**src/parserPkg.sv**
```systemverilog
package parserPkg;

	//////////////////////////////////////////////////
	// geometry
	localparam int NUM_BANKS  = 16;
	localparam int WIN        = 4;                 // window edge, groups and lanes
	localparam int IMG_ROWS   = 8;
	localparam int IMG_COLS   = 8;
	localparam int WIN_ROWS   = IMG_ROWS / 2;      // stride 2
	localparam int WIN_COLS   = IMG_COLS / 2;
	localparam int ADDR_W     = 9;
	localparam int WORD_W     = 128;
	localparam int WORD_BYTES = WORD_W / 8;        // byte channels per word
	localparam int HALF_BYTES = 8;
	localparam int HALF_W     = HALF_BYTES * 8;
	localparam int NUM_HALVES = WORD_W / HALF_W;
	// pixel coordinate plus one, up to image edge plus two
	localparam int COORD_W    = $clog2((IMG_ROWS > IMG_COLS ? IMG_ROWS : IMG_COLS) + 3);

	//////////////////////////////////////////////////
	// timing
	localparam int WINDOW_CYCLES = 8;
	localparam int ROW_GAP       = 4;              // idle cycles after each window row
	localparam int PHASE_W       = $clog2(WINDOW_CYCLES);
	localparam int GAP_W         = $clog2(ROW_GAP + 1);

	localparam logic [PHASE_W-1:0] PH_ADDR    = PHASE_W'(0);
	localparam logic [PHASE_W-1:0] PH_CAPTURE = PHASE_W'(2);  // bram data valid here
	localparam logic [PHASE_W-1:0] PH_MAC_LO  = PHASE_W'(3);
	localparam logic [PHASE_W-1:0] PH_MAC_HI  = PHASE_W'(4);

	// sequencer states
	localparam int STATE_W = 2;
	localparam logic [STATE_W-1:0] ST_IDLE   = 2'd0;
	localparam logic [STATE_W-1:0] ST_WINDOW = 2'd1;
	localparam logic [STATE_W-1:0] ST_ROWGAP = 2'd2;

	//////////////////////////////////////////////////
	// bank word, seen as byte channels or as mac halves
	typedef union packed {
		logic [WORD_BYTES-1:0][7:0]        bytes;
		logic [NUM_HALVES-1:0][HALF_W-1:0] halves;
	} bankWord_t;

endpackage

```
**src/windowSequencer.sv**
```systemverilog
`timescale 1ns/10ps

module windowSequencer import parserPkg::*; (
	input  logic       clk,
	input  logic       rstn,
	input  logic       start,
	output logic [1:0] winRow,
	output logic [1:0] winCol,
	output logic       addrStrobe,
	output logic       captureStrobe,
	output logic       macVld,
	output logic       macHalf
);

	logic [STATE_W-1:0] state;
	logic [PHASE_W-1:0] phase;
	logic [GAP_W-1:0]   gapCnt;
	logic               inWindow;
	logic               lastPhase;
	logic               lastCol;
	logic               lastRow;
	logic               lastGap;

	assign inWindow  = start && (state == ST_WINDOW);
	assign lastPhase = (phase == PHASE_W'(WINDOW_CYCLES - 1));
	assign lastCol   = (winCol == 2'(WIN_COLS - 1));
	assign lastRow   = (winRow == 2'(WIN_ROWS - 1));
	assign lastGap   = (gapCnt == GAP_W'(ROW_GAP - 1));

	//////////////////////////////////////////////////
	// frame fsm, frozen while start is low
	always_ff @(posedge clk or negedge rstn) begin
		if (!rstn) begin
			state  <= ST_IDLE;
			phase  <= '0;
			gapCnt <= '0;
			winRow <= '0;
			winCol <= '0;
		end else if (start) begin
			case (state)
				ST_IDLE: begin
					state <= ST_WINDOW;  // window (0,0) next cycle
					phase <= '0;
				end
				ST_WINDOW: begin
					phase <= phase + 1'b1;
					if (lastPhase) begin
						phase  <= '0;
						winCol <= winCol + 1'b1;
						if (lastCol) begin
							winCol <= '0;
							winRow <= winRow + 1'b1;
							gapCnt <= '0;
							state  <= ST_ROWGAP;
							if (lastRow) begin
								winRow <= '0;
								state  <= ST_IDLE;  // frame done
							end
						end
					end
				end
				ST_ROWGAP: begin
					gapCnt <= gapCnt + 1'b1;
					if (lastGap) begin
						gapCnt <= '0;
						state  <= ST_WINDOW;
					end
				end
				default: begin
					state <= ST_IDLE;
				end
			endcase
		end
	end

	//////////////////////////////////////////////////
	// phase strobes
	assign addrStrobe    = inWindow && (phase == PH_ADDR);
	assign captureStrobe = inWindow && (phase == PH_CAPTURE);
	assign macVld        = inWindow && ((phase == PH_MAC_LO) || (phase == PH_MAC_HI));
	assign macHalf       = inWindow && (phase == PH_MAC_HI);  // upper bytes second

endmodule

```
**config.mk**
```make
export PLATFORM = sky130hd
export DESIGN_NAME = windowSequencer
export DESIGN_NICKNAME = d
export VERILOG_FILES = /design/src/parserPkg.sv /design/src/windowSequencer.sv
export SDC_FILE = /design/constraint.sdc
export NUM_CORES = 1
export LEC_CHECK = 0
export BUFFER_PORTS_ARGS = -buffer_cell sky130_fd_sc_hd__buf_2
export CAP_MARGIN = 10
export CORE_MARGIN = 2
export CORE_UTILIZATION = 40
export CTS_BUF_LIST = sky130_fd_sc_hd__clkbuf_4
export DETAILED_ROUTE_END_ITERATION = 16
export HOLD_SLACK_MARGIN = 0.06
export PLACE_DENSITY = 0.67
export SYNTH_ARGS = -nofsm -noshare
export SYNTH_HDL_FRONTEND = slang
export SYNTH_SLANG_ARGS = --single-unit
```
**constraint.sdc**
```tcl
create_clock -name clk -period 3.3 [get_ports clk]
set_input_delay 0.66 -clock clk [delete_from_list [all_inputs] [get_ports clk]]
set_output_delay 0.66 -clock clk [all_outputs]
set_load 0.03 [all_outputs]
```
==> impl_results.md <==
- Die area: approximately 2200 µm²
- Layout filler cell count: roughly 180
- Antenna Violating Nets Remaining: 0
- Die extent in x: 46.96 µm
- Post-DP HPWL: between 900 and 1000 µm
- Reg clk slew, reported paths: 0.08 ns
- GRT Total Usage: between 10% and 20%
- Design Power: between 0.0005 and 0.0006 W
- Post-synth cell types: 27
- Critical path class: flop to output pin
- Worst EP required: approximately 2.6 ns
- Layout cells sized above 1: between 20% and 30%
- Avg Synthesized Cell Area: approximately 11 µm²
- Post-CTS Resized: 0
- Worst slew pin tran: between 0.4 and 0.5 ns
- DIE HEIGHT: about 47 µm
- Post-CTS Setup Bufs: 0
- Final wirelength: roughly 1200 µm
- Final global-route overflow total: 0
- Slew HR: between 60% and 70%
- CTS tree: done
- Max Clock Freq: between 400 and 500 MHz
- Hold_ws: 0.2534 ns
- CP Max Fanout: 13
- Cell Area, Synth: about 740 µm²
- Wirelength per Cell: 11.70 µm
- WP data arrival: 1.53 ns
- Drt pass-1 iters: 2
- Via Count: between 500 and 600
- # IOs: 11
- Worst-Skew Late Latency: around 0.27 ns
- Post-route cell area: ~830 µm²
- Tmin final: about 2.2 ns
- CTS Root Cell: clkbuf_4
- Syn nets: 79
- Initial antenna violation count: 0
- Setup crit end kind: output pin
- Fin Clk Skew: a little over 0.002 ns
- CTS Sinks: 12
- Area grow syn2layout: 12.03%
- First-pass GRT wire length: 2221 µm
- Placeable Area: between 1500 and 2000 µm²
- Vias in the first global route: between 500 and 600
- P per Cell Area: 703.7 nW/µm²
- Vias/cell: around 5
- Iter 0 DRT Violations: 6
- Initial Utilization: between 40 and 50%
- Final worst path period share: approximately 66%
- Max-Cap Viols: 0
- Placed Area: 800.8 µm²
- Number of cells produced by synthesis: 69
- Synth top area share: between 40% and 50%
- Hold Vio Cnt, Final: 0
- H-tree depth: 1
- Fin util: between 40% and 50%
- Nets@finish: 92
- Ys async rst share: between 90% and 100%
- ANT cells: 0
- Synth area leader: dfrtp_1
- RSZ-0062 raised after global routing: no
- Status: finished, final reports clean
- Gpl congestion: between 0.7 and 0.8
- P_leak: roughly 0.40 nW
- HP Class: input port to asynchronous set/reset pin
- Total clock buffers created by CTS: 3
- Rows: 15
- Yosys warns: 0
- # port buffers: 10
- Final TNS setup: 0 ns
- Clock Path Buffers: 2
- Most used flip-flop cell after synthesis: dfrtp_1
- Synth area leaders: dfrtp_1, ha_1, mux2_4, nand2_1, o21ai_0
- Setup violators final: 0
- Drt drc: 0
- Number of flops mapped to enable cells by yosys: 0
- Largest net degree at the start of global routing: 14
- Max Slew Vio Count: 0
- Seq/Total Area, Yosys: between 40 and 50%
- CP startpoint kind: flop
- FF+latch count, synth: 12
- Highest ir drop seen on vdd: around 0.31 mV
- Hold-fix buffers at CTS: 0
-- logic make-up (layout without fill, tap and decap cells) --
group	count (synthesis)	count (layout)	synth area share, %
mux	4	4	8.136
compound gates	17	17	13.90
buf+inv	6	18	4.576
simple gates	23	23	20.85
flops	12	12	40.68
fa+ha+maj	7	7	11.86
-- metrics by stage --
| stage | setup slack [ns] | std cells |
|---|---|---|
| 2_1_floorplan | 0.9739 | 69 |
| 3_3_place_gp | 1.205 | 102 |
| 3_5_place_dp | 1.176 | 102 |
| 4_1_cts | 1.100 | 106 |
| 5_1_grt | 0.9708 | 106 |
| 6_report | 1.107 | 106 |
-- registers in the layout (all words and copies together) (netlist names) --
name,count
phase,3
winRow,2
gapCnt,3
winCol,2
state,2
-- final timing paths --
kind | slack (ns) | startpoint | endpoint | cells past startpoint
min in group clk | 0.53 | phase[0]$_DFFE_PN0P_ | phase[0]$_DFFE_PN0P_ | 1
max reg2reg | 1.65 | phase[0]$_DFFE_PN0P_ | winRow[0]$_DFFE_PN0P_ | 5
min | 0.25 | rstn | phase[2]$_DFFE_PN0P_ | 1
min reg2reg | 0.53 | phase[0]$_DFFE_PN0P_ | phase[0]$_DFFE_PN0P_ | 1
max in group asynchronous | 2.83 | rstn | gapCnt[2]$_DFFE_PN0P_ | 1
max | 1.11 | state[0]$_DFFE_PN0P_ | captureStrobe | 3
-- cell usage in the layout (no fill, tap or decap), types with 2 or more instances in the layout --
| cell type | n |
|---|---|
| nor2_1 | 3 |
| a21oi_1 | 3 |
| buf_2 | 10 |
| dfrtp_1 | 12 |
| clkbuf_4 | 3 |
| inv_1 | 4 |
| nor3b_1 | 2 |
| o21ai_0 | 6 |
| nand2_1 | 9 |
| mux2_4 | 4 |
| o31ai_1 | 2 |
| ha_1 | 7 |
-- area by class of cell --
type	instances	area [µm²]	area share [%]
multi-input cells	51	404.1	48.87
inverters	4	15.01	1.815
repair buffers	10	50.05	6.051
clock buffers	3	22.52	2.723
well taps	25	31.28	3.782
flip-flops and latches	12	300.3	36.31
clock inverters	1	3.754	0.4539
-- routing by layer --
layer / share of wire (%) / routed length, µm / track usage, % / up-vias
met5: 0 / 0 / 0 / -
met4: 1.5 / 18 / 6.667 / 0
met3: 2.7 / 34 / 2.308 / 2
met2: 45 / 557 / 23.29 / 9
met1: 51 / 629 / 19.14 / 258
li1: - / - / - / 270
-- Yosys cell counts, drive strengths merged, types with 2 or more instances --
library cell and number:
nor2 4, nand2b 2, mux2 4, inv 4, o31ai 2, o21ai 7
dfrtp 12, a21oi 3, nand2 9, nor3b 2, ha 7, buf 2
-- where the power goes --
part           internal [W]  leakage [nW]  total [W]  switching [W]
Sequential         0.000190         0.156   0.000255      0.0000651
Combinational      0.000100         0.230   0.000233       0.000133
Clock             0.0000438        0.0154  0.0000941      0.0000503
Total              0.000334         0.401   0.000582       0.000249
-- worst max-delay path: stages (launching register included) --
cell and delay (ns):
dfrtp_1 0.65, nand3b_4 0.18, nor3b_1 0.21, buf_2 0.22
(Power assumes the default switching activity.)
