[src/parserPkg.sv]
package parserPkg;

	//////////////////////////////////////////////////
	// geometry
	localparam int NUM_BANKS  = 16;
	localparam int WIN        = 4;                 // window edge, groups and lanes
	localparam int IMG_ROWS   = 8;
	localparam int IMG_COLS   = 8;
	localparam int WIN_ROWS   = IMG_ROWS / 2;      // stride 2
	localparam int WIN_COLS   = IMG_COLS / 2;
	localparam int ADDR_W     = 9;
	localparam int WORD_W     = 128;
	localparam int WORD_BYTES = WORD_W / 8;        // byte channels per word
	localparam int HALF_BYTES = 8;
	localparam int HALF_W     = HALF_BYTES * 8;
	localparam int NUM_HALVES = WORD_W / HALF_W;
	// pixel coordinate plus one, up to image edge plus two
	localparam int COORD_W    = $clog2((IMG_ROWS > IMG_COLS ? IMG_ROWS : IMG_COLS) + 3);

	//////////////////////////////////////////////////
	// timing
	localparam int WINDOW_CYCLES = 8;
	localparam int ROW_GAP       = 4;              // idle cycles after each window row
	localparam int PHASE_W       = $clog2(WINDOW_CYCLES);
	localparam int GAP_W         = $clog2(ROW_GAP + 1);

	localparam logic [PHASE_W-1:0] PH_ADDR    = PHASE_W'(0);
	localparam logic [PHASE_W-1:0] PH_CAPTURE = PHASE_W'(2);  // bram data valid here
	localparam logic [PHASE_W-1:0] PH_MAC_LO  = PHASE_W'(3);
	localparam logic [PHASE_W-1:0] PH_MAC_HI  = PHASE_W'(4);

	// sequencer states
	localparam int STATE_W = 2;
	localparam logic [STATE_W-1:0] ST_IDLE   = 2'd0;
	localparam logic [STATE_W-1:0] ST_WINDOW = 2'd1;
	localparam logic [STATE_W-1:0] ST_ROWGAP = 2'd2;

	//////////////////////////////////////////////////
	// bank word, seen as byte channels or as mac halves
	typedef union packed {
		logic [WORD_BYTES-1:0][7:0]        bytes;
		logic [NUM_HALVES-1:0][HALF_W-1:0] halves;
	} bankWord_t;

endpackage

[src/bankAddrGen.sv]
`timescale 1ns/10ps

module bankAddrGen import parserPkg::*; (
	input  logic                 clk,
	input  logic                 rstn,
	input  logic [1:0]           winRow,
	input  logic [1:0]           winCol,
	input  logic                 addrStrobe,
	output logic [NUM_BANKS-1:0] cs,
	output logic [ADDR_W-1:0]    addr [NUM_BANKS]
);

	logic [NUM_BANKS-1:0] csNext;
	logic [ADDR_W-1:0]    addrNext [NUM_BANKS];

	// Image coordinate plus one of the window pixel whose coordinate is sel mod 4.
	// The window starts at 2*win-1, so the offset into the window is (sel+1-2*win) mod 4.
	function automatic logic [COORD_W-1:0] pixelPos(input logic [1:0] win,
	                                                input logic [1:0] sel);
		logic [1:0] offs;
		offs = sel + 2'd1 - 2'({win, 1'b0});
		return COORD_W'({win, 1'b0}) + COORD_W'(offs);
	endfunction

	//////////////////////////////////////////////////
	// one pixel per bank, group by row and lane by column
	for (genvar b = 0; b < NUM_BANKS; b++) begin : gBank
		logic [COORD_W-1:0] yPos;
		logic [COORD_W-1:0] xPos;
		logic               rowIn;
		logic               colIn;

		assign yPos  = pixelPos(winRow, 2'(b / WIN));
		assign xPos  = pixelPos(winCol, 2'(b % WIN));
		assign rowIn = (yPos != '0) && (yPos <= COORD_W'(IMG_ROWS));  // zero is row -1
		assign colIn = (xPos != '0) && (xPos <= COORD_W'(IMG_COLS));

		assign csNext[b]   = rowIn && colIn;
		assign addrNext[b] = csNext[b] ?
			ADDR_W'(((yPos - 1'b1) / WIN) * (IMG_COLS / WIN) + (xPos - 1'b1) / WIN) : '0;
	end

	//////////////////////////////////////////////////
	// held from phase 1 until the next window
	always_ff @(posedge clk or negedge rstn) begin
		if (!rstn) begin
			cs <= '0;
			for (int b = 0; b < NUM_BANKS; b++) begin
				addr[b] <= '0;
			end
		end else if (addrStrobe) begin
			cs <= csNext;
			for (int b = 0; b < NUM_BANKS; b++) begin
				addr[b] <= addrNext[b];
			end
		end
	end

endmodule

[config.mk]
export PLATFORM = sky130hd
export DESIGN_NAME = bankAddrGen
export DESIGN_NICKNAME = d
export VERILOG_FILES = /design/src/parserPkg.sv /design/src/bankAddrGen.sv
export SDC_FILE = /design/constraint.sdc
export NUM_CORES = 1
export LEC_CHECK = 0
export ABC_AREA = 0
export BUFFER_PORTS_ARGS = -buffer_cell sky130_fd_sc_hd__buf_4
export CAP_MARGIN = 5
export CORE_ASPECT_RATIO = 0.6
export CORE_MARGIN = 4
export CORE_UTILIZATION = 44
export DETAILED_ROUTE_END_ITERATION = 10
export PLACE_DENSITY = 0.78
export RECOVER_POWER = 50
export SLEW_MARGIN = 0
export SYNTH_ARGS = -nofsm -noshare
export SYNTH_HDL_FRONTEND = slang
export SYNTH_SLANG_ARGS = --single-unit
export TNS_END_PERCENT = 50
[constraint.sdc]
create_clock -name clk -period 0.93 [get_ports clk]
set_input_delay 0.1395 -clock clk [delete_from_list [all_inputs] [get_ports clk]]
set_output_delay 0.1395 -clock clk [all_outputs]
set_load 0.01 [all_outputs]
==> out/qor.yml, run 1 <==
critical_path:
  cp-end-kind: "flip-flop"
  required_ps: 1130
  r2r_slack_ps: -30
  arrival_ps: 1330
  crit_path_start_kind: "primary input"
  critPathMaxFanout: 3
  path_class: "primary input to flip-flop"
timing:
  finalWorstSetupSlack_ps: -199
  tightestPinTransition_ps: 529
  setup_viol: 115
  max-slew-margin-rel: 0.647
  clock_skew_ps: 0
  hold_viol: 0
  rsz0062_at_grt: "yes"
  post-route-period-util: 1.21
  clock.fmax_mhz: 886
  maxSlewViolCount: 0
  period_minus_slack_ps: 1130
  setup_tns_ps: -11210
grt:
  track_usage: 0.145
  grt_max_degree: 43
  overflow: 0
  grt_pass1_vias: 1786
  grt_pass1_wl_um: 9230
  antenna_found_initial: 0
clocking:
  clk_latency_ps: 290
  ctsHtreeMaxLevel: 2
  clk_pin_slew_worst_paths_ps: 80
  cts_tree: "yes"
  cts-root-buf: "clkbuf_8"
  clkSinkCount: 42
  clock_path_buffers: 2
  cts_buffers: 5
logic_synthesis:
  synth_cells: 278
  synthTopCellsByArea: "dfrtp_1, buf_4, ha_1"
  yosys_warnings: 0
  syn_avg_cell_area_um2: 10.2
  ys_seq_area_frac: 0.371
  netlist_area_um2: 2840
  synth_top_cell_by_area: "dfrtp_1"
  synth_seq_cells: 42
  ys_types: 29
  yosysTopAreaCellShare: 0.371
floorplanning:
  fp.dieH_um: 70.2
  die_w_um: 112
  ios: 167
  std_cell_rows: 22
  fp.coreArea_um2: 6170
  start_util: 0.460
  die_area_um2: 7830
detailed_routing:
  drc: 0
  drt-initial-drc-count: 86
  vias: 1903
  drt_pre_antenna_iters: 4
  ant_nets: 0
  drt-total-wl_um: 6240
  viasPerCell: 4.29
  wl_per_cell_um: 14.1
flow_run:
  maxCapViolCount: 0
power_and_ir_drop:
  powerDensity_nw_per_um2: 1330
  p_total_uw: 5280
  leakagePower_uw: 0.00198
  vdd_drop_max_mv: 0.719
run_status:
  status: "complete, but fails checks"
  violations: "negative setup slack"
placement:
  gp_congestion: 0.769
  placed_area_um2: 3300
  port_buffers: 107
  hpwlAfterDp_um: 4420
  dp.cells: 424
final_layout:
  drive_gt1_frac: 0.553
  final_area_um2: 3970
  fin_cells: 444
  syn_to_final_growth_pct: 39.9
  diodes: 0
  nNetsFinal: 385
hold_path:
  hold_path.class: "primary input to flip-flop"
-- synth_stat cells --
cell       instances
buf_4            118
dfrtp_1           42
nand2b_1          17
ha_1              16
inv_1             14
o31ai_1            9
o2bb2ai_1          8
buf_2              7
mux2_2             7
o21ai_0            7
nand2_1            6
nor2b_1            4
a22o_1             2
fa_1               2
o41ai_1            2
or2_0              2
xnor2_1            2
xor2_1             2
a21o_1             1
and2b_1            1
buf_6              1
clkbuf_1           1
conb_1             1
inv_2              1
nand3b_1           1
o32ai_1            1
o32ai_2            1
or2_1              1
or2_2              1
-- worst paths after layout --
check	start	to	depth (start not counted)
setup / recovery	winRow[1]	addr[3]$_DFFE_PN0P_	8
hold / removal	winCol[1]	addr[45]$_DFFE_PN0P_	2
setup reg to reg	addr[75]$_DFFE_PN0P_	addr[75]$_DFFE_PN0P_	3
hold reg to reg	cs[12]$_DFFE_PN0P_	cs[12]$_DFFE_PN0P_	2
max in group asynchronous	rstn	addr[25]$_DFFE_PN0P_	2
min in group asynchronous	rstn	cs[15]$_DFFE_PN0P_	2
-- registers in the layout, indices dropped and copies added, names as in the netlist --
name	count
addr	33
cs	9
-- what timing repair did --
action                                  4_1_cts  5_1_grt
hold buffers                                  1        0
hold endpoints to repair                     42        0
setup buffers                                 6        6
endpoints found under the setup margin      122      122
resized for setup                            42       85
pin swaps                                     3        4
-- cell families after synthesis --
| kind of cell | after synthesis | share of synthesized area |
|---|---|---|
| buf+inv | 142 | 0.350 |
| flops | 42 | 0.371 |
| simple gates | 33 | 0.0684 |
| compound gates | 31 | 0.0847 |
| fa+ha+maj | 18 | 0.0847 |
| mux | 7 | 0.0278 |
| xor+xnor | 4 | 0.0124 |
| other cells | 1 | 0.00132 |
-- worst max-delay path: stages --
cell and delay [ps]:
buf_8 80, clkinvlp_4 110, ha_4 310, inv_4 40, ha_4 160, ha_4 160, xnor2_2 120, o31ai_1 200
-- per-stage QoR --
stage | hold WS (ps) | setup WS [ps] | utilization
4_1_cts | 92.4 | -195 | 0.585
3_5_place_dp | 157 | -525 | 0.536
2_1_floorplan | -156 | -342 | -
6_report | 116 | -199 | 0.643
3_3_place_gp | 155 | -491 | 0.536
5_1_grt | 105 | -281 | 0.643
-- where the power goes --
part | internal, µW | total [µW] | switching, µW | leakage, µW
sequential | 1990 | 2160 | 168 | 0.000523
clock | 859 | 1480 | 620 | 0.0000573
combinational | 874 | 1630 | 760 | 0.00140
-- cell usage in the layout, fill, tap and decap left out, drive strengths merged --
cell           n
ha            16
and2b          1
o2bb2ai        8
o32ai          2
conb          59
or2            4
nand3b         1
bufinv         1
inv           14
o21ai          7
buf          143
fa             2
a21o           1
clkbuf         6
a22o           2
xor2           2
nand2b        17
dfrtp         42
o41ai          2
dlygate4sd3    1
o31ai          9
nor2b          4
clkinvlp       1
mux2           7
xnor2          2
nand2          6
-- cell type report --
type	instances	area (µm²)
inverter	15	75.1
tap	84	105
timing repair buffer	144	1420
clock inverter	1	30.0
fill	478	2200
multi-input combinational	152	1190
sequential	42	1060
clock buffer	6	82.6
-- layer usage --
layer | GRT usage | vias up | share of wire
met2 | 0.213 | 92 | 0.47
met4 | 0.0324 | 0 | 0.0061
met3 | 0.0537 | 5 | 0.097
li1 | - | 876 | -
met1 | 0.203 | 930 | 0.43
met5 | 0 | - | 0
Note: power is estimated with default switching activity, not from simulation.
==> run 2, diff against run 1 <==
==> constraint.sdc (replaced) <==
create_clock -name clk -period 0.93 [get_ports clk]
set_input_delay 0.1395 -clock clk [delete_from_list [all_inputs] [get_ports clk]]
set_output_delay 0.1395 -clock clk [all_outputs]
set_load 0.005 [all_outputs]
==> run 2 against run 1 <==
  * The flow still finishes with violations (negative setup slack)
  * Sequential share of layout area increased by 0.14 points
  * Sequential power hardly changed
  * Utilization decreased by 0.41 points
  * Non-clock buffer count increased by 1
==> out/qor.yml, run 2 (synthesis results as in run 1) <==
run_status:
  status: "complete, but fails checks"  # unchanged
  violations: "negative setup slack"  # unchanged
critical_path:
  r2r-start: "addr[75]$_DFFE_PN0P_"  # unchanged
  path_class: "primary input to flip-flop"  # unchanged
  crit_path_start_kind: "primary input"  # unchanged
  reg2regPathDepth: 3  # unchanged
  r2r_slack_ps: -50  # was -30 ps
  arrival_ps: 1320  # was 1330 ps
  cp-startpoint: "winRow[1]"  # unchanged
  critPathMaxFanout: 3  # unchanged
  rr_endpoint: "addr[75]$_DFFE_PN0P_"  # unchanged
  cp-end-kind: "flip-flop"  # unchanged
  required_ps: 1130  # about the same
clocking:
  clk_pin_slew_worst_paths_ps: 80  # about the same
  ctsHtreeMaxLevel: 2  # unchanged
  clock_path_buffers: 2  # unchanged
  clk_latency_ps: 290  # about the same
  cts-root-buf: "clkbuf_8"  # unchanged
  cts_buffers: 5  # unchanged
  cts_tree: "yes"  # unchanged
  clkSinkCount: 42  # unchanged
detailed_routing:
  viasPerCell: 4.26  # was 4.29
  wl_per_cell_um: 14.1  # about the same
  drt_pre_antenna_iters: 4  # unchanged
  drc: 0  # unchanged
  vias: 1894  # was 1903
  ant_nets: 0  # unchanged
  drt-total-wl_um: 6270  # was 6240 µm
  drt-initial-drc-count: 77  # was 86
power_and_ir_drop:
  leakagePower_uw: 0.00197  # was 0.00198 µW
  vdd_drop_max_mv: 0.701  # was 0.719 mV
  powerDensity_nw_per_um2: 1290  # was 1330 nW/µm²
final_layout:
  drive_gt1_frac: 0.548  # was 0.553
  utilization: 0.639  # was 0.643
  nNetsFinal: 386  # was 385
  top_register: "addr"  # unchanged
  regArea_um2: 1060  # about the same
  multi_input_area_um2: 1180  # was 1190 µm²
  nFillCells: 481  # was 478
  largest_register_ffs: 33  # unchanged
  top_regs: "addr: 33 flops, cs: 9 flops"  # unchanged
  mostFrequentLayoutCells: "buf_6, buf_4, conb_1"  # unchanged
  final_common_cell: "buf_6"  # unchanged
  syn_to_final_growth_pct: 39.1  # was 39.9%
  diodes: 0  # unchanged
timing:
  maxSlewViolCount: 0  # unchanged
  period_minus_slack_ps: 1120  # was 1130 ps
  setup_viol: 114  # was 115
  setup_tns_ps: -10760  # was -11210 ps
  rsz0062_at_grt: "yes"  # unchanged
  clock.fmax_mhz: 890  # was 886 MHz
  clock_skew_ps: 0  # unchanged
  tightestPinTransition_ps: 536  # was 529 ps
  hold_viol: 0  # unchanged
  finalWorstSetupSlack_ps: -194  # was -199 ps
  max-slew-margin-rel: 0.643  # was 0.647
  post-route-period-util: 1.21  # about the same
hold_path:
  whs_endpoint: "addr[45]$_DFFE_PN0P_"  # unchanged
  min_path_cells: 2  # unchanged
  worstHoldStart: "winCol[1]"  # unchanged
  hold_path.class: "primary input to flip-flop"  # unchanged
floorplanning:
  fp.coreArea_um2: 6170  # unchanged
  std_cell_rows: 22  # unchanged
  start_util: 0.460  # unchanged
  die_w_um: 112  # unchanged
  die_area_um2: 7830  # unchanged
  ios: 167  # unchanged
  fp.dieH_um: 70.2  # unchanged
grt:
  grt_max_degree: 43  # unchanged
  grt_pass1_vias: 1783  # was 1786
  antenna_found_initial: 0  # unchanged
  grt_pass1_wl_um: 9250  # was 9230 µm
  track_usage: 0.145  # about the same
  overflow: 0  # unchanged
placement:
  gp_congestion: 0.769  # unchanged
  hpwlAfterDp_um: 4420  # unchanged
  port_buffers: 107  # unchanged
flow_run:
  maxCapViolCount: 0  # unchanged
[run 2: power by group]
part	switching, µW	internal [µW]
clock	623	859
sequential	166	1990
combinational	581	858
[run 2: layout make-up]
class,instances,area share
Clock buffer,6,0.0209
Timing Repair Buffer,145,0.358
Sequential cell,42,0.268
Inverter,15,0.0190
Multi-Input combinational cell,152,0.300
Clock inverter,1,0.00762
Tap cell,84,0.0267
[run 2: critical path, cell delays in order]
cell and delay (ps):
buf_8 80, clkinvlp_4 110, ha_4 310, inv_4 40, ha_4 160, ha_4 160
xnor2_2 120, o31ai_1 200
[run 2: repair_timing]
action | CTS | global route
gates resized for setup | 44 | 75
hold buffers | 1 | 0
setup buffers | 6 | 7
pin swaps | 3 | 4
endpoints found under the setup margin | 122 | 122
hold endpoints to repair | 42 | 0
[run 2: layer usage]
layer,vias to the layer above,wire [µm],global-route usage
met2,93,2910,0.213
met4,0,38,0.0324
met3,5,617,0.0545
li1,875,-,-
met5,-,0,0
met1,921,2700,0.203
[run 2: stage by stage]
step           instance area (µm²)  cells  power [µW]  hold slack (ps)  setup slack (ps)
6_report                      3940    445        5080              117              -194
5_1_grt                       3940    445        5350              105              -278
4_1_cts                       3610    438        4920             92.4              -195
3_5_place_dp                  3300    424        3330              157              -525
3_3_place_gp                  3300    424        3310              155              -491
2_1_floorplan                 3130    336        2970             -156              -342
[run 2: how the worst max path moves through the flow]
stage                           to  slack, ps
2_1_floorplan  addr[3]$_DFFE_PN0P_       -340
3_3_place_gp   addr[3]$_DFFE_PN0P_       -490
3_5_place_dp   addr[3]$_DFFE_PN0P_       -530
4_1_cts        addr[3]$_DFFE_PN0P_       -190
5_1_grt        addr[3]$_DFFE_PN0P_       -280
6_report       addr[3]$_DFFE_PN0P_       -190
==> run 3, diff against run 2 <==
--- a/config.mk
+++ b/config.mk
@@ -8,12 +8,13 @@
 export ABC_AREA = 0
 export BUFFER_PORTS_ARGS = -buffer_cell sky130_fd_sc_hd__buf_4
 export CAP_MARGIN = 5
-export CORE_ASPECT_RATIO = 0.6
+export CORE_ASPECT_RATIO = 0.5
 export CORE_MARGIN = 4
 export CORE_UTILIZATION = 44
 export DETAILED_ROUTE_END_ITERATION = 10
 export PLACE_DENSITY = 0.78
 export RECOVER_POWER = 50
+export SKIP_CTS_REPAIR_TIMING = 1
 export SLEW_MARGIN = 0
 export SYNTH_ARGS = -nofsm -noshare
 export SYNTH_HDL_FRONTEND = slang
==> run 3 against run 2 <==
  * The flow still finishes with violations (negative setup slack)
  * Combinational power barely moved
  * Non-clock buffer count fell by 6
  * Wire length rose by 15%
  * Largest cell class unchanged
==> out/qor.yml, run 3 (synthesis results as in run 1) <==
final_layout:
  diodes: 0  # unchanged
  final_common_cell: "buf_4"  # was buf_6
  mostFrequentLayoutCells: "buf_4, buf_6, conb_1"  # was buf_6, buf_4, conb_1
  nNetsFinal: 380  # was 386
  largest_register_ffs: 33  # unchanged
  top_register: "addr"  # unchanged
  fin_cells: 444  # was 445
  nFillCells: 440  # was 481
  top_regs: "addr: 33 flops, cs: 9 flops"  # unchanged
  syn_to_final_growth_pct: 36.5  # was 39.1%
  drive_gt1_frac: 0.534  # was 0.548
critical_path:
  slowest_delay_ps: 320  # was 310 ps
  arrival_ps: 1370  # was 1320 ps
  path_cells: "buf_8 > clkinvlp_4 > ha_4 > inv_4 > ha_1 > inv_1 > ha_1 > o31ai_1"  # was buf_8 > clkinvlp_4 > ha_4 > inv_4 > ha_4 > ha_4 > xnor2_2 > o31ai_1
  cp-end-kind: "flip-flop"  # unchanged
  path_buf_inv: 4  # was 3
  crit_path_top_delay_cell: "ha_4"  # unchanged
  path_class: "primary input to flip-flop"  # unchanged
  critPathMaxFanout: 3  # unchanged
  required_ps: 1110  # was 1130 ps
  crit_path_start_kind: "primary input"  # unchanged
  path_common_cell: "ha_1"  # was ha_4
  crit_family: "adder cells"  # unchanged
floorplanning:
  std_cell_rows: 20  # was 22
  die_area_um2: 7870  # was 7830 µm²
  ios: 167  # unchanged
  fp.dieH_um: 64.8  # was 70.2 µm
  start_util: 0.461  # was 0.460
  die_w_um: 122  # was 112 µm
  fp.coreArea_um2: 6160  # was 6170 µm²
timing:
  clock.fmax_mhz: 843  # was 890 MHz
  clock_skew_ps: 0  # unchanged
  max-slew-margin-rel: 0.655  # was 0.643
  hold_viol: 0  # unchanged
  maxSlewViolCount: 0  # unchanged
  tightestPinTransition_ps: 517  # was 536 ps
  finalWorstSetupSlack_ps: -256  # was -194 ps
  setup_viol: 116  # was 114
  post-route-period-util: 1.27  # was 1.21
  rsz0062_at_grt: "yes"  # unchanged
  period_minus_slack_ps: 1190  # was 1120 ps
detailed_routing:
  vias: 1973  # was 1894
  wl_met2_um: 3790  # was 2910 µm
  drc: 0  # unchanged
  drt-total-wl_um: 7230  # was 6270 µm
  ant_nets: 0  # unchanged
  drt-initial-drc-count: 97  # was 77
  wl_met1_um: 2750  # was 2700 µm
  drt_pre_antenna_iters: 4  # unchanged
  viasPerCell: 4.44  # was 4.26
  highest_layer: "met4"  # unchanged
  wl_met3_um: 583  # was 617 µm
  wl_per_cell_um: 16.3  # was 14.1 µm
flow_run:
  maxCapViolCount: 0  # unchanged
grt:
  track_usage: 0.143  # was 0.145
  grt_max_degree: 43  # unchanged
  grt_pass1_vias: 1773  # was 1783
  overflow: 0  # unchanged
  grt_pass1_wl_um: 8930  # was 9250 µm
  antenna_found_initial: 0  # unchanged
power_and_ir_drop:
  p_total_uw: 5490  # was 5080 µW
  leakagePower_uw: 0.00195  # was 0.00197 µW
  powerDensity_nw_per_um2: 1420  # was 1290 nW/µm²
  vdd_drop_max_mv: 0.773  # was 0.701 mV
placement:
  gp_congestion: 0.782  # was 0.769
  hpwlAfterDp_um: 4690  # was 4420 µm
  port_buffers: 107  # unchanged
  dp.cells: 425  # was 424
clocking:
  cts_buffers: 5  # unchanged
  clk_pin_slew_worst_paths_ps: 60  # was 80 ps
  clk_latency_ps: 280  # was 290 ps
  clkSinkCount: 42  # unchanged
  clock_path_buffers: 2  # unchanged
  ctsHtreeMaxLevel: 2  # unchanged
  cts_tree: "yes"  # unchanged
  cts-root-buf: "clkbuf_16"  # was clkbuf_8
hold_path:
  hold_path.class: "primary input to flip-flop"  # unchanged
run_status:
  status: "complete, but fails checks"  # unchanged
  violations: "negative setup slack"  # unchanged
## run 3: cell count changes in the layout (fill, tap and decap cells not counted), moves of 2 or more
cell	previous run	this run
buf_6	71	62
buf_12	3	1
ha_1	4	7
clkbuf_8	6	3
ha_4	8	5
clkbuf_16	0	5
buf_4	68	72
## run 3: path summary, 6_finish.rpt
kind | start | end | slack, ps | cells past startpoint
hold reg to reg | addr[108]$_DFFE_PN0P_ | addr[108]$_DFFE_PN0P_ | 520 | 1
setup / recovery | winRow[1] | addr[29]$_DFFE_PN0P_ | -260 | 8
min in group asynchronous | rstn | addr[101]$_DFFE_PN0P_ | 400 | 2
hold / removal | winCol[1] | addr[45]$_DFFE_PN0P_ | 120 | 2
max in group asynchronous | rstn | addr[25]$_DFFE_PN0P_ | 140 | 2
setup reg to reg | addr[75]$_DFFE_PN0P_ | addr[75]$_DFFE_PN0P_ | -60 | 3
## run 3: layout make-up
cell class | instances | area (µm²) | area share
sequential | 42 | 1060 | 0.273
clock buffer | 8 | 166 | 0.0430
timing repair buffer | 139 | 1310 | 0.340
inverter | 15 | 72.6 | 0.0188
tap | 88 | 110 | 0.0285
multi-input combinational | 152 | 1150 | 0.297
## run 3: routing by layer
| metal | global-route usage | vias to the layer above |
|---|---|---|
| met2 | 0.260 | 108 |
| met3 | 0.0323 | 9 |
| met5 | 0 | - |
| met4 | 0.0433 | 0 |
| met1 | 0.170 | 986 |
| li1 | - | 870 |
## run 3: power breakdown
group / internal [µW] / leakage (µW) / switching [µW]
Combinational: 820 / 0.00134 / 612
Clock: 1210 / 0.0000832 / 671
Sequential: 2000 / 0.000523 / 174
## run 3: stage by stage
stage / utilization / setup TNS [ps] / hold slack, ps / cell area (µm²) / setup slack, ps
finish: 0.628 / -9700 / 120 / 3870 / -256
global route: 0.628 / -13060 / 121 / 3870 / -315
CTS: 0.559 / -12520 / -144 / 3440 / -271
detailed placement: 0.532 / -10180 / 160 / 3270 / -516
global placement: 0.532 / -9080 / 146 / 3270 / -460
floorplan: - / -3270 / -156 / 3130 / -342
